==> src/common/uart_cfg_pkg.sv <==
package uart_cfg_pkg;

	// default frame format, overridden through uart_top parameters
	localparam int DEF_DATA_WIDTH   = 8;    // data bits per frame
	localparam int DEF_CLKS_PER_BIT = 8;    // tx_clk cycles per bit, even and at least 4

	// depth of the i_serial synchronizer, a fixed property of the receiver
	localparam int SYNC_STAGES = 3;

	// parity setting derived at the top from PARITY_EN and PARITY_ODD
	typedef enum logic [1:0] {
		PARITY_NONE = 2'd0, // no parity bit in the frame
		PARITY_EVEN = 2'd1, // total count of ones incl. parity is even
		PARITY_ODD  = 2'd2  // total count of ones incl. parity is odd
	} parity_mode_t;

	// start + data + optional parity + stop
	function automatic int unsigned frame_bits(
		input int unsigned  width,
		input parity_mode_t mode
	);
		return width + ((mode == PARITY_NONE) ? 0 : 1) + 2;
	endfunction

	// counter width able to hold 0 .. n-1, never below one bit
	function automatic int unsigned count_width(
		input int unsigned n
	);
		return (n > 1) ? $clog2(n) : 1;
	endfunction

endpackage

==> src/common/uart_state_pkg.sv <==
package uart_state_pkg;

	// transmit sequencer, idle line or frame on the wire
	typedef enum logic {
		TX_IDLE = 1'b0, // waiting for i_tx_valid
		TX_SEND = 1'b1  // shifting out start, data, parity, stop
	} tx_state_t;

	// receive sequencer, advanced only on mid-bit strobes
	typedef enum logic [2:0] {
		RX_IDLE   = 3'd0, // line idle, waiting for start pulse
		RX_START  = 3'd1, // checking the start bit at mid-bit
		RX_DATA   = 3'd2, // collecting DATA_WIDTH data bits
		RX_PARITY = 3'd3, // sampling the parity bit
		RX_STOP   = 3'd4  // sampling the stop bit, frame report
	} rx_state_t;

endpackage

==> src/tx/tx_shift.sv <==
`timescale 1ns/10ps

module tx_shift import uart_cfg_pkg::*; #(
	parameter int           DATA_WIDTH  = DEF_DATA_WIDTH,
	parameter parity_mode_t PARITY_MODE = PARITY_EVEN
) (
	input  logic                  tx_clk,
	input  logic                  reset,
	input  logic                  i_load,     // word accepted, capture a new frame
	input  logic                  i_shift,    // bit boundary, move to the next bit
	input  logic [DATA_WIDTH-1:0] i_tx_data,
	output logic                  o_serial
);

	localparam int FRAME_BITS = frame_bits(DATA_WIDTH, PARITY_MODE);

	logic [FRAME_BITS-1:0] frame_q;    // bit 0 is the bit on the line
	logic [FRAME_BITS-1:0] frame_d;    // frame built from i_tx_data
	logic                  parity_bit;

	// even parity is the xor of the data, odd is its inverse
	assign parity_bit = (PARITY_MODE == PARITY_ODD) ? ~^i_tx_data : ^i_tx_data;

	always_comb begin
		frame_d                 = '1;         // stop bit and unused positions high
		frame_d[0]              = 1'b0;       // start bit
		frame_d[DATA_WIDTH:1]   = i_tx_data;  // data, lsb goes out first
		if (PARITY_MODE != PARITY_NONE) begin
			frame_d[DATA_WIDTH+1] = parity_bit; // parity just before stop
		end
	end

	always_ff @(posedge tx_clk) begin
		if (reset) begin
			frame_q <= '1; // line idles high
		end else if (i_load) begin
			frame_q <= frame_d;
		end else if (i_shift) begin
			frame_q <= {1'b1, frame_q[FRAME_BITS-1:1]}; // fill with ones behind the stop bit
		end
	end

	// registered drive, the line changes one cycle after load or shift
	assign o_serial = frame_q[0];

endmodule

==> src/rx/rx_front.sv <==
`timescale 1ns/10ps

module rx_front import uart_cfg_pkg::*; #(
	parameter int DATA_WIDTH   = DEF_DATA_WIDTH,
	parameter int CLKS_PER_BIT = DEF_CLKS_PER_BIT
) (
	input  logic tx_clk,
	input  logic reset,
	input  logic i_serial,     // asynchronous line input
	input  logic i_rx_active,  // receive sequencer busy with a frame
	output logic o_start,      // one-cycle pulse on a falling edge while idle
	output logic o_strobe,     // mid-bit sample point
	output logic o_sample_bit  // synchronized line value
);

	localparam int HALF_BIT = CLKS_PER_BIT / 2;
	localparam int CNT_W    = count_width(CLKS_PER_BIT);

	logic [SYNC_STAGES-1:0] sync_q;      // sync_q[0] is the metastable stage
	logic                   line_s;      // synchronized line
	logic                   line_prev_q; // line one cycle back, for edge detect
	logic                   line_fall;
	logic                   start_q;
	logic [CNT_W-1:0]       phase_cnt;   // cycles left to the next sample point
	logic                   strobe_due;

	assign line_s    = sync_q[SYNC_STAGES-1];
	assign line_fall = line_prev_q & ~line_s;

	// strobe at the end of each phase count while a frame is in progress
	assign strobe_due = i_rx_active && (phase_cnt == '0);

	always_ff @(posedge tx_clk) begin
		if (reset) begin
			sync_q      <= '1; // idle line is high
			line_prev_q <= 1'b1;
			start_q     <= 1'b0;
			phase_cnt   <= '0;
		end else begin
			sync_q      <= {sync_q[SYNC_STAGES-2:0], i_serial};
			line_prev_q <= line_s;
			start_q     <= line_fall & ~i_rx_active; // edges inside a frame are data
			if (start_q) begin
				phase_cnt <= CNT_W'(HALF_BIT - 1); // first strobe half a bit in
			end else if (i_rx_active) begin
				if (phase_cnt == '0) begin
					phase_cnt <= CNT_W'(CLKS_PER_BIT - 1); // then once per bit
				end else begin
					phase_cnt <= phase_cnt - 1'b1;
				end
			end
		end
	end

	assign o_start      = start_q;
	assign o_strobe     = strobe_due;
	assign o_sample_bit = line_s; // read by consumers only with o_strobe

endmodule

==> src/rx/rx_shift.sv <==
`timescale 1ns/10ps

module rx_shift import uart_cfg_pkg::*; #(
	parameter int           DATA_WIDTH  = DEF_DATA_WIDTH,
	parameter parity_mode_t PARITY_MODE = PARITY_EVEN
) (
	input  logic                  tx_clk,
	input  logic                  reset,
	input  logic                  i_sample_bit,     // line value at mid-bit
	input  logic                  i_capture_data,   // sample is a data bit
	input  logic                  i_capture_parity, // sample is the parity bit
	output logic [DATA_WIDTH-1:0] o_rx_data,
	output logic                  o_parity_bad
);

	logic [DATA_WIDTH-1:0] data_q;        // deserializer, msb side filled first
	logic                  parity_bad_q;
	logic                  expected_parity;

	// parity the transmitter would have sent for the collected data
	assign expected_parity = (PARITY_MODE == PARITY_ODD) ? ~^data_q : ^data_q;

	// lsb arrives first, so shift right and enter at the top
	always_ff @(posedge tx_clk) begin
		if (i_capture_data) begin
			data_q <= {i_sample_bit, data_q[DATA_WIDTH-1:1]};
		end
	end

	always_ff @(posedge tx_clk) begin
		if (reset) begin
			parity_bad_q <= 1'b0;
		end else if (i_capture_data) begin
			parity_bad_q <= 1'b0; // new frame, drop the old verdict
		end else if (i_capture_parity && (PARITY_MODE != PARITY_NONE)) begin
			parity_bad_q <= i_sample_bit ^ expected_parity; // valid the next cycle
		end
	end

	// data stays put between frames, changes with the first data capture
	assign o_rx_data    = data_q;
	assign o_parity_bad = parity_bad_q;

endmodule

==> src/rtl/uart_ctrl.sv <==
`timescale 1ns/10ps

module uart_ctrl
	import uart_cfg_pkg::*;
	import uart_state_pkg::*;
#(
	parameter int           DATA_WIDTH   = DEF_DATA_WIDTH,
	parameter int           CLKS_PER_BIT = DEF_CLKS_PER_BIT,
	parameter parity_mode_t PARITY_MODE  = PARITY_EVEN
) (
	input  logic tx_clk,
	input  logic reset,
	// transmit handshake
	input  logic i_tx_valid,
	output logic o_tx_ready,
	output logic o_tx_load,        // to tx_shift, capture the frame
	output logic o_tx_shift,       // to tx_shift, next bit
	// receive front end
	input  logic i_start,
	input  logic i_strobe,
	input  logic i_sample_bit,
	output logic o_rx_active,
	// receive datapath
	output logic o_capture_data,
	output logic o_capture_parity,
	input  logic i_parity_bad,
	// frame report
	output logic o_rx_valid,
	output logic o_rx_error
);

	localparam int FRAME_BITS = frame_bits(DATA_WIDTH, PARITY_MODE);
	localparam int BAUD_W     = count_width(CLKS_PER_BIT);
	localparam int FBIT_W     = count_width(FRAME_BITS);
	localparam int DBIT_W     = count_width(DATA_WIDTH);

	tx_state_t         tx_state;
	logic [BAUD_W-1:0] baud_cnt;    // cycle within the current tx bit
	logic [FBIT_W-1:0] tx_bit_cnt;  // bit of the frame on the line
	logic              baud_end;
	logic              tx_accept;

	rx_state_t         rx_state;
	logic [DBIT_W-1:0] rx_bit_cnt;  // data bits collected
	logic              rx_valid_q;
	logic              rx_error_q;

	// transmit side

	assign o_tx_ready = (tx_state == TX_IDLE); // low for the whole frame
	assign tx_accept  = i_tx_valid & o_tx_ready;
	assign baud_end   = (baud_cnt == BAUD_W'(CLKS_PER_BIT - 1));

	assign o_tx_load  = tx_accept;
	assign o_tx_shift = (tx_state == TX_SEND) && baud_end;

	always_ff @(posedge tx_clk) begin
		if (reset) begin
			tx_state   <= TX_IDLE;
			baud_cnt   <= '0;
			tx_bit_cnt <= '0;
		end else begin
			case (tx_state)
				TX_IDLE: begin
					if (tx_accept) begin
						tx_state   <= TX_SEND; // start bit shows next cycle
						baud_cnt   <= '0;
						tx_bit_cnt <= '0;
					end
				end
				TX_SEND: begin
					if (baud_end) begin
						baud_cnt <= '0;
						if (tx_bit_cnt == FBIT_W'(FRAME_BITS - 1)) begin
							tx_state <= TX_IDLE; // stop bit done, ready rises
						end else begin
							tx_bit_cnt <= tx_bit_cnt + 1'b1;
						end
					end else begin
						baud_cnt <= baud_cnt + 1'b1;
					end
				end
				default: tx_state <= TX_IDLE;
			endcase
		end
	end

	// receive side

	assign o_rx_active      = (rx_state != RX_IDLE);
	assign o_capture_data   = (rx_state == RX_DATA) && i_strobe;
	assign o_capture_parity = (rx_state == RX_PARITY) && i_strobe;

	always_ff @(posedge tx_clk) begin
		if (reset) begin
			rx_state   <= RX_IDLE;
			rx_bit_cnt <= '0;
			rx_valid_q <= 1'b0;
			rx_error_q <= 1'b0;
		end else begin
			rx_valid_q <= 1'b0; // single-cycle report
			case (rx_state)
				RX_IDLE: begin
					if (i_start) begin
						rx_state <= RX_START;
					end
				end
				RX_START: begin
					if (i_strobe) begin
						if (i_sample_bit) begin
							rx_state <= RX_IDLE; // short low pulse, not a start bit
						end else begin
							rx_state   <= RX_DATA;
							rx_bit_cnt <= '0;
						end
					end
				end
				RX_DATA: begin
					if (i_strobe) begin
						if (rx_bit_cnt == DBIT_W'(DATA_WIDTH - 1)) begin
							rx_state <= (PARITY_MODE == PARITY_NONE) ? RX_STOP : RX_PARITY;
						end else begin
							rx_bit_cnt <= rx_bit_cnt + 1'b1;
						end
					end
				end
				RX_PARITY: begin
					if (i_strobe) begin
						rx_state <= RX_STOP; // parity verdict settles meanwhile
					end
				end
				RX_STOP: begin
					if (i_strobe) begin
						rx_state   <= RX_IDLE;
						rx_valid_q <= 1'b1;
						rx_error_q <= i_parity_bad | ~i_sample_bit; // framing or parity
					end
				end
				default: rx_state <= RX_IDLE;
			endcase
		end
	end

	assign o_rx_valid = rx_valid_q;
	assign o_rx_error = rx_error_q; // held until the next frame report

endmodule

==> src/rtl/uart_top.sv <==
`timescale 1ns/10ps

module uart_top import uart_cfg_pkg::*; #(
	parameter int DATA_WIDTH   = DEF_DATA_WIDTH,
	parameter int CLKS_PER_BIT = DEF_CLKS_PER_BIT,
	parameter bit PARITY_EN    = 1'b1,
	parameter bit PARITY_ODD   = 1'b0  // even parity unless set
) (
	input  logic                  tx_clk,
	input  logic                  reset,
	input  logic                  i_tx_valid,
	input  logic [DATA_WIDTH-1:0] i_tx_data,
	output logic                  o_tx_ready,
	output logic                  o_serial,
	input  logic                  i_serial,
	output logic                  o_rx_valid,
	output logic [DATA_WIDTH-1:0] o_rx_data,
	output logic                  o_rx_error
);

	// the parameter PARITY_ODD hides the enum literal, hence the package scope
	localparam parity_mode_t PARITY_MODE = !PARITY_EN ? PARITY_NONE :
		(PARITY_ODD ? uart_cfg_pkg::PARITY_ODD : PARITY_EVEN);

	logic tx_load;
	logic tx_shift_pulse;
	logic rx_active;
	logic rx_start;
	logic rx_strobe;
	logic rx_sample_bit;
	logic capture_data;
	logic capture_parity;
	logic parity_bad;

	uart_ctrl #(
		.DATA_WIDTH(DATA_WIDTH), .CLKS_PER_BIT(CLKS_PER_BIT), .PARITY_MODE(PARITY_MODE)
	) ctrl_i (
		.tx_clk(tx_clk), .reset(reset),
		.i_tx_valid(i_tx_valid), .o_tx_ready(o_tx_ready),
		.o_tx_load(tx_load), .o_tx_shift(tx_shift_pulse),
		.i_start(rx_start), .i_strobe(rx_strobe), .i_sample_bit(rx_sample_bit),
		.o_rx_active(rx_active),
		.o_capture_data(capture_data), .o_capture_parity(capture_parity),
		.i_parity_bad(parity_bad),
		.o_rx_valid(o_rx_valid), .o_rx_error(o_rx_error)
	);

	tx_shift #(.DATA_WIDTH(DATA_WIDTH), .PARITY_MODE(PARITY_MODE)) tx_shift_i (
		.tx_clk(tx_clk), .reset(reset),
		.i_load(tx_load), .i_shift(tx_shift_pulse), .i_tx_data(i_tx_data),
		.o_serial(o_serial)
	);

	rx_front #(.DATA_WIDTH(DATA_WIDTH), .CLKS_PER_BIT(CLKS_PER_BIT)) rx_front_i (
		.tx_clk(tx_clk), .reset(reset),
		.i_serial(i_serial), .i_rx_active(rx_active),
		.o_start(rx_start), .o_strobe(rx_strobe), .o_sample_bit(rx_sample_bit)
	);

	rx_shift #(.DATA_WIDTH(DATA_WIDTH), .PARITY_MODE(PARITY_MODE)) rx_shift_i (
		.tx_clk(tx_clk), .reset(reset),
		.i_sample_bit(rx_sample_bit),
		.i_capture_data(capture_data), .i_capture_parity(capture_parity),
		.o_rx_data(o_rx_data), .o_parity_bad(parity_bad)
	);

endmodule

==> config.mk <==
export PLATFORM = sky130hd
export DESIGN_NAME = uart_top
export DESIGN_NICKNAME = d
export VERILOG_FILES = /design/src/common/uart_cfg_pkg.sv /design/src/common/uart_state_pkg.sv /design/src/tx/tx_shift.sv /design/src/rx/rx_front.sv /design/src/rx/rx_shift.sv /design/src/rtl/uart_ctrl.sv /design/src/rtl/uart_top.sv
export SDC_FILE = /design/constraint.sdc
export NUM_CORES = 1
export LEC_CHECK = 0
export ABC_AREA = 1
export BUFFER_PORTS_ARGS = -buffer_cell sky130_fd_sc_hd__buf_2
export CORE_MARGIN = 4
export CORE_UTILIZATION = 52
export DETAILED_ROUTE_END_ITERATION = 8
export HOLD_SLACK_MARGIN = 0.1
export PLACE_DENSITY = 0.75
export SLEW_MARGIN = 20
export SYNTH_ARGS = -nofsm -noshare
export SYNTH_HDL_FRONTEND = slang
export SYNTH_SLANG_ARGS = --single-unit
==> constraint.sdc <==
create_clock -name tx_clk -period 1.5 [get_ports tx_clk]
set_clock_uncertainty 0.15 [all_clocks]
set_input_delay 0.15 -clock tx_clk [delete_from_list [all_inputs] [get_ports tx_clk]]
set_output_delay 0.15 -clock tx_clk [all_outputs]
set_load 0.01 [all_outputs]
## Word level (Yosys, flattened, before mapping)

Index checks and enable logic that the tools add are counted.

| word-level totals | value |
|---|---|
| output and inout bits | 12 |
| bits of input ports | 12 |
| flip-flop bits (word level) | 43 |

| cells by class | value |
|---|---|
| add/sub/neg operators | 4 |
| muxes and demuxes | 30 |
| equal/unequal tests | 18 |
| reductions and logical operators | 19 |
| bitwise logic cells | 9 |

Operators by type and width:

| kind | number |
|---|---|
| $mux 3 | 13 |
| $mux 10 | 2 |
| $reduce_xor 8->1 | 2 |
| $pmux 3 s5 | 1 |
| $mux 4 | 3 |
| $ne 2x2->1 const B | 6 |
| $pmux 3 s2 | 2 |
| $ne 2x1->1 const B | 5 |
| $eq 3x3->1 const B | 3 |
| $pmux 4 s2 | 1 |
| $add 3x1->3 const B | 2 |
| $eq 3x2->1 const B | 2 |
| $logic_not 3->1 | 2 |
| $mux 2 | 3 |
| $reduce_and 6->1 | 1 |
| $reduce_bool 2->1 | 3 |
| $reduce_or 2->1 | 3 |
| $reduce_and 5->1 | 1 |
| $add 4x1->4 const B | 1 |
| $eq 4x4->1 const B | 1 |
| $logic_and 1x1->1 | 4 |
| $mux 1 | 4 |
| $not 1->1 | 4 |
| $and 1x1->1 | 3 |
| other kinds (8) | 8 |

## Depth between registers and ports, before layout

| depth | value |
|---|---|
| word-level depth | 4 |
| gate-level depth with buffers | 10 |

## Modules after synthesis

Synthesis repeated with hierarchy kept, for this count alone.

| second synthesis, totals | value |
|---|---|
| cell total of the unflattened synthesis | 309 |
| area, all modules | 2237.1 um2 |

By module, submodules not included:

| module | instances | cells an instance | area each (um2) |
|---|---|---|---|
| uart_ctrl | 1 | 123 | 874.6 |
| tx_shift | 1 | 94 | 599.3 |
| rx_shift | 1 | 50 | 435.4 |
| rx_front | 1 | 42 | 327.8 |

## Least setup slack after synthesis

Ideal clock, no wire load.

| timing path | value |
|---|---|
| kind | register to register |
| start point | reg rx_front_i.phase_cnt[0] |
| end point | reg rx_shift_i.data_q[0], in the netlist rx_shift_i.o_rx_data[0], enable pin |
| period minus slack after synthesis | 1.694 ns |
| arrival time | 1.170 ns |
| cell stages (with the launch flop) | 7 |
| path buffers | 0 |
| setup slack | -0.194 ns |
| required time | 0.976 ns |
| path through | dfxtp_1 > inv_1 > ha_1 > inv_1 > nor2_4 > inv_1 > nor2_1 |

| between the ends | value |
|---|---|
| word-level cells in the longest chain between the ends | 3 |

RTL lines:

| item | RTL line | source |
|---|---|---|
| start, declared | rx_front.sv:24 | `logic [CNT_W-1:0] phase_cnt;` |
| start signal, assigned | rx_front.sv:44 | `phase_cnt <= CNT_W'(HALF_BIT - 1);` |
| start signal, assigned | rx_front.sv:47 | `phase_cnt <= CNT_W'(CLKS_PER_BIT - 1);` |
| start signal, assigned | rx_front.sv:49 | `phase_cnt <= phase_cnt - 1'b1;` |
| $logic_not 3->1 | rx_front.sv:31 | `assign strobe_due = i_rx_active && (phase_cnt == '0);` |
| $logic_and 1x1->1 | rx_front.sv:31 |  |
| $logic_and 1x1->1 | uart_ctrl.sv:91 | `assign o_capture_data = (rx_state == RX_DATA) && i_strobe;` |
| named net capture_data | uart_top.sv:31 | `logic capture_data;` |
| end signal, assigned | rx_shift.sv:26 | `data_q <= {i_sample_bit, data_q[DATA_WIDTH-1:1]};` |
| end, declared | rx_shift.sv:16 | `logic [DATA_WIDTH-1:0] data_q;` |

The timed path passes the listed nets, and every way through them passes these cells.
A chain may end at the register's enable or synchronous reset.

## Worst setup path after layout

| timing path | value |
|---|---|
| start point | reg rx_front_i.phase_cnt[0] |
| end point | reg ctrl_i.rx_state[1] |

| between the ends | value |
|---|---|
| word-level cells in the longest chain between the ends | 4 |
| elaborated cells on any way between the ends | 7 |
| those cells by class | eq/ne (4); reduce/logical (3) |

RTL lines:

| item | RTL line | source |
|---|---|---|
| $logic_not 3->1 * | rx_front.sv:31 |  |
| $logic_and 1x1->1 * | rx_front.sv:31 |  |
| $ne 2x1->1 (no line) | n/a |  |
| $reduce_and 6->1 (no line) * | n/a |  |
| end signal, assigned | uart_ctrl.sv:121 | `rx_state <= (PARITY_MODE == PARITY_NONE) ? RX_STOP : RX_PARITY;` |
| end, declared | uart_ctrl.sv:43 | `rx_state_t rx_state;` |

Every way passes the cells marked *; elsewhere a longest branch is shown, timed or not.

==> flow_summary.ini <==
[status]
status = finished, violations left
violations = negative setup slack

[sta]
fin_ws_ps = -89.46
slew_violations = 0
period_share_pct = 106.0
rsz0062_at_grt = yes
slew-limit-headroom_pct = 78.82
finalHoldViolations = 0
fin_crit_ps = 1589
worst_pin_slew_ps = 317.3
tns_ps = -362.7
final-setup-viol-count = 14
max_freq_mhz = 629.1
holdWs_ps = 88.51

[floorplanning]
rows = 22
io_pins = 24
die_x_um = 71.52
start_util_pct = 55.64
core-area_um2 = 3771
die_y_um = 71.52
dieArea_um2 = 5115

[logic_synthesis]
synth_top_flop_cell = dfxtp_1
syn-instance-count = 275
synth_edf_count = 8
ys_types = 29
syn_nets = 295
async_flop_share_pct = 0
ys_seq_area_share_pct = 44.84
synth_area_um2 = 2098
synth.avg_cell_area_um2 = 7.630
yosys_warnings = 0
ys_ff_latch = 43

[global_routing]
grt_pass1_vias = 1818
grt_usage_pct = 18.71
grt_pass1_wl_um = 7734
grt_max_degree = 25
antenna_found_initial = 0
grt.overflow.total = 0

[pwr]
pwr_density_cell_nw_per_um2 = 959.7
total_power_w = 0.002687
ir_drop_uv = 616.8
p_leak_nw = 1.314

[routing]
dr_wl_met2_um = 2381
firstDrtPassIters = 4
viasPerCell = 4.948
drc = 0
ant_nets = 0
routedWlPerCell_um = 12.10
routed_wl_um = 4648
detailedRoute.firstIterationViolations = 97
vias = 1900
top_layer = met4
route.layer.met1.wl_um = 2029
wl_met3_um = 155

[worst_setup_path]
cp-start-kind = flop
crit_type = reg2reg
r2r_end = ctrl_i.rx_state[1]
cp.depth = 11
crit_path_end_kind = flop
worstPathMaxFanout = 4
cp_slowest_cell = dfxtp_2
critical_path_required_ps = 1590
ff2ff_setup_slack_ps = -90
critPathArrivalTime_ps = 1680
crit_start = rx_front_i.phase_cnt[0]
worstSetupEndpoint = ctrl_i.rx_state[1]
reg2reg_depth = 11
crit_chain = inv_2 -> ha_4 -> inv_2 -> nor2_4 -> buf_4 -> inv_4 -> nand3_2 -> nand3_2 -> nor2_2 -> a21oi_1 -> nor2_1
critPathBufInv = 4
crit_family = simple AND/OR/NAND/NOR gates
reg2reg_from = rx_front_i.phase_cnt[0]
worst_path_largest_cell_delay_ps = 330

[cells_and_area]
num-fill-cells = 276
layout-drive-gt1-share_pct = 33.33
layout_common_cells = 82 x nand2_1, 28 x inv_1, 26 x dfxtp_1
final_cells = 384
antenna_cells = 0
areaGrowthSynthToFinish_pct = 33.45
fin_nets = 355
final_common_cell = nand2_1
multi_input_area_um2 = 1129
final-seq-area_um2 = 954.7

[place]
gp_congestion = 0.7789
numPlacedInstances = 355
port_buffers = 23
hpwlAfterDp_um = 3008

[clocking]
root_buffer = clkbuf_8
cts_made_buffers = 5
insertion_delay_ps = 300
clock-sinks = 43
cts_tree = done
path_clk_slew_ps = 90
htreeDepth = 2
clk_path_buf_depth = 2

[flow_run]
drv_cap = 0

[hold_path]
holdPathStages = 3
hold_path_class = in2reg
-- what timing repair did --
action	4_1_cts	5_1_grt
setup buffers	3	9
gates cloned	1	0
pin swaps	5	20
hold buffers	10	0
gates resized for setup	22	35
endpoints found under the hold margin	12	0
endpoints found under the setup margin	25	31
-- synthesized netlist by cell type (3+ instances only) --
library cell / instances / area, um2
nand4_1: 3 / 18.77
edfxtp_1: 8 / 240.2
a21oi_1: 12 / 60.06
inv_2: 4 / 15.01
dfxtp_1: 35 / 700.7
nand2_1: 88 / 330.3
a221oi_1: 5 / 43.79
inv_1: 35 / 131.4
clkbuf_1: 3 / 11.26
nor3_1: 4 / 20.02
ha_1: 8 / 100.1
o21ai_0: 9 / 45.04
nand3_1: 9 / 45.04
nand2_2: 3 / 18.77
o2111ai_1: 3 / 26.28
or2_2: 4 / 25.02
nor2_1: 23 / 86.33
xnor2_1: 3 / 26.28
xor2_1: 3 / 26.28
-- registers in the layout, indices dropped and copies added, names as in the netlist --
| signal | count |
|---|---|
| ctrl_i.rx_state | 3 |
| ctrl_i.baud_cnt | 3 |
| rx_front_i.phase_cnt | 3 |
| rx_front_i.o_start | 1 |
| rx_shift_i.o_parity_bad | 1 |
| tx_shift_i.frame_q | 10 |
| rx_front_i.line_prev_q | 1 |
| ctrl_i.o_rx_error | 1 |
| ctrl_i.o_rx_valid | 1 |
| ctrl_i.rx_bit_cnt | 3 |
| rx_front_i.sync_q | 3 |
| ctrl_i.tx_bit_cnt | 4 |
| rx_shift_i.o_rx_data | 8 |
| ctrl_i.tx_state | 1 |
-- per-stage QoR --
stage / cell area (um2) / util (%) / setup WS [ps]
floorplan: 2107 / - / 9.316
finish: 2800 / 74.25 / -89.46
detailed placement: 2357 / 62.51 / -75.16
CTS: 2648 / 70.21 / 3.189
global placement: 2357 / 62.51 / -34.48
global route: 2800 / 74.25 / -184.3
-- logic make-up after synthesis --
logic type,after synthesis,synth area share (%)
buffers and inverters,45,8.408
DFF,43,44.84
xor gates and xnor gates,6,2.505
AOI/OAI and AO/OA,32,9.541
and+or+nand+nor,141,29.93
adders and majority gates,8,4.771
-- how the worst min path moves through the flow --
stage | to | slack, ps | from
floorplan | rx_front_i.sync_q[0] | 100 | i_serial
global placement | rx_front_i.sync_q[0] | 190 | i_serial
detailed placement | rx_front_i.sync_q[0] | 190 | i_serial
CTS | rx_front_i.line_prev_q | 150 | reset
global route | tx_shift_i.frame_q[8] | 140 | i_tx_data[7]
finish | tx_shift_i.frame_q[8] | 90 | i_tx_data[7]
-- cell type report --
| type | instances | area share [%] |
|---|---|---|
| Tap cell | 48 | 2.145 |
| Multi-Input combinational cell | 188 | 40.30 |
| Timing Repair Buffer | 56 | 14.12 |
| Clock buffer | 5 | 2.458 |
| Clock inverter | 3 | 0.8490 |
| Inverter | 41 | 6.032 |
| Sequential cell | 43 | 34.09 |
-- layer usage --
metal / up-vias / global-route usage [%]
met5: - / 0
met4: 0 / 6.681
met3: 9 / 4.628
met2: 35 / 32.96
met1: 860 / 21.92
li1: 996 / -
-- power breakdown --
group | switching, W | internal (W) | total [W]
combinational | 0.000329 | 0.000309 | 0.000638
sequential | 0.0000571 | 0.00124 | 0.00130
clock | 0.000421 | 0.000333 | 0.000753
-- worst min-delay path, stage by stage --
cell and delay, ps:
dlymetal6s4s_1 240, a221oi_2 80, nand2_1 50
(Power assumes the default switching activity.)
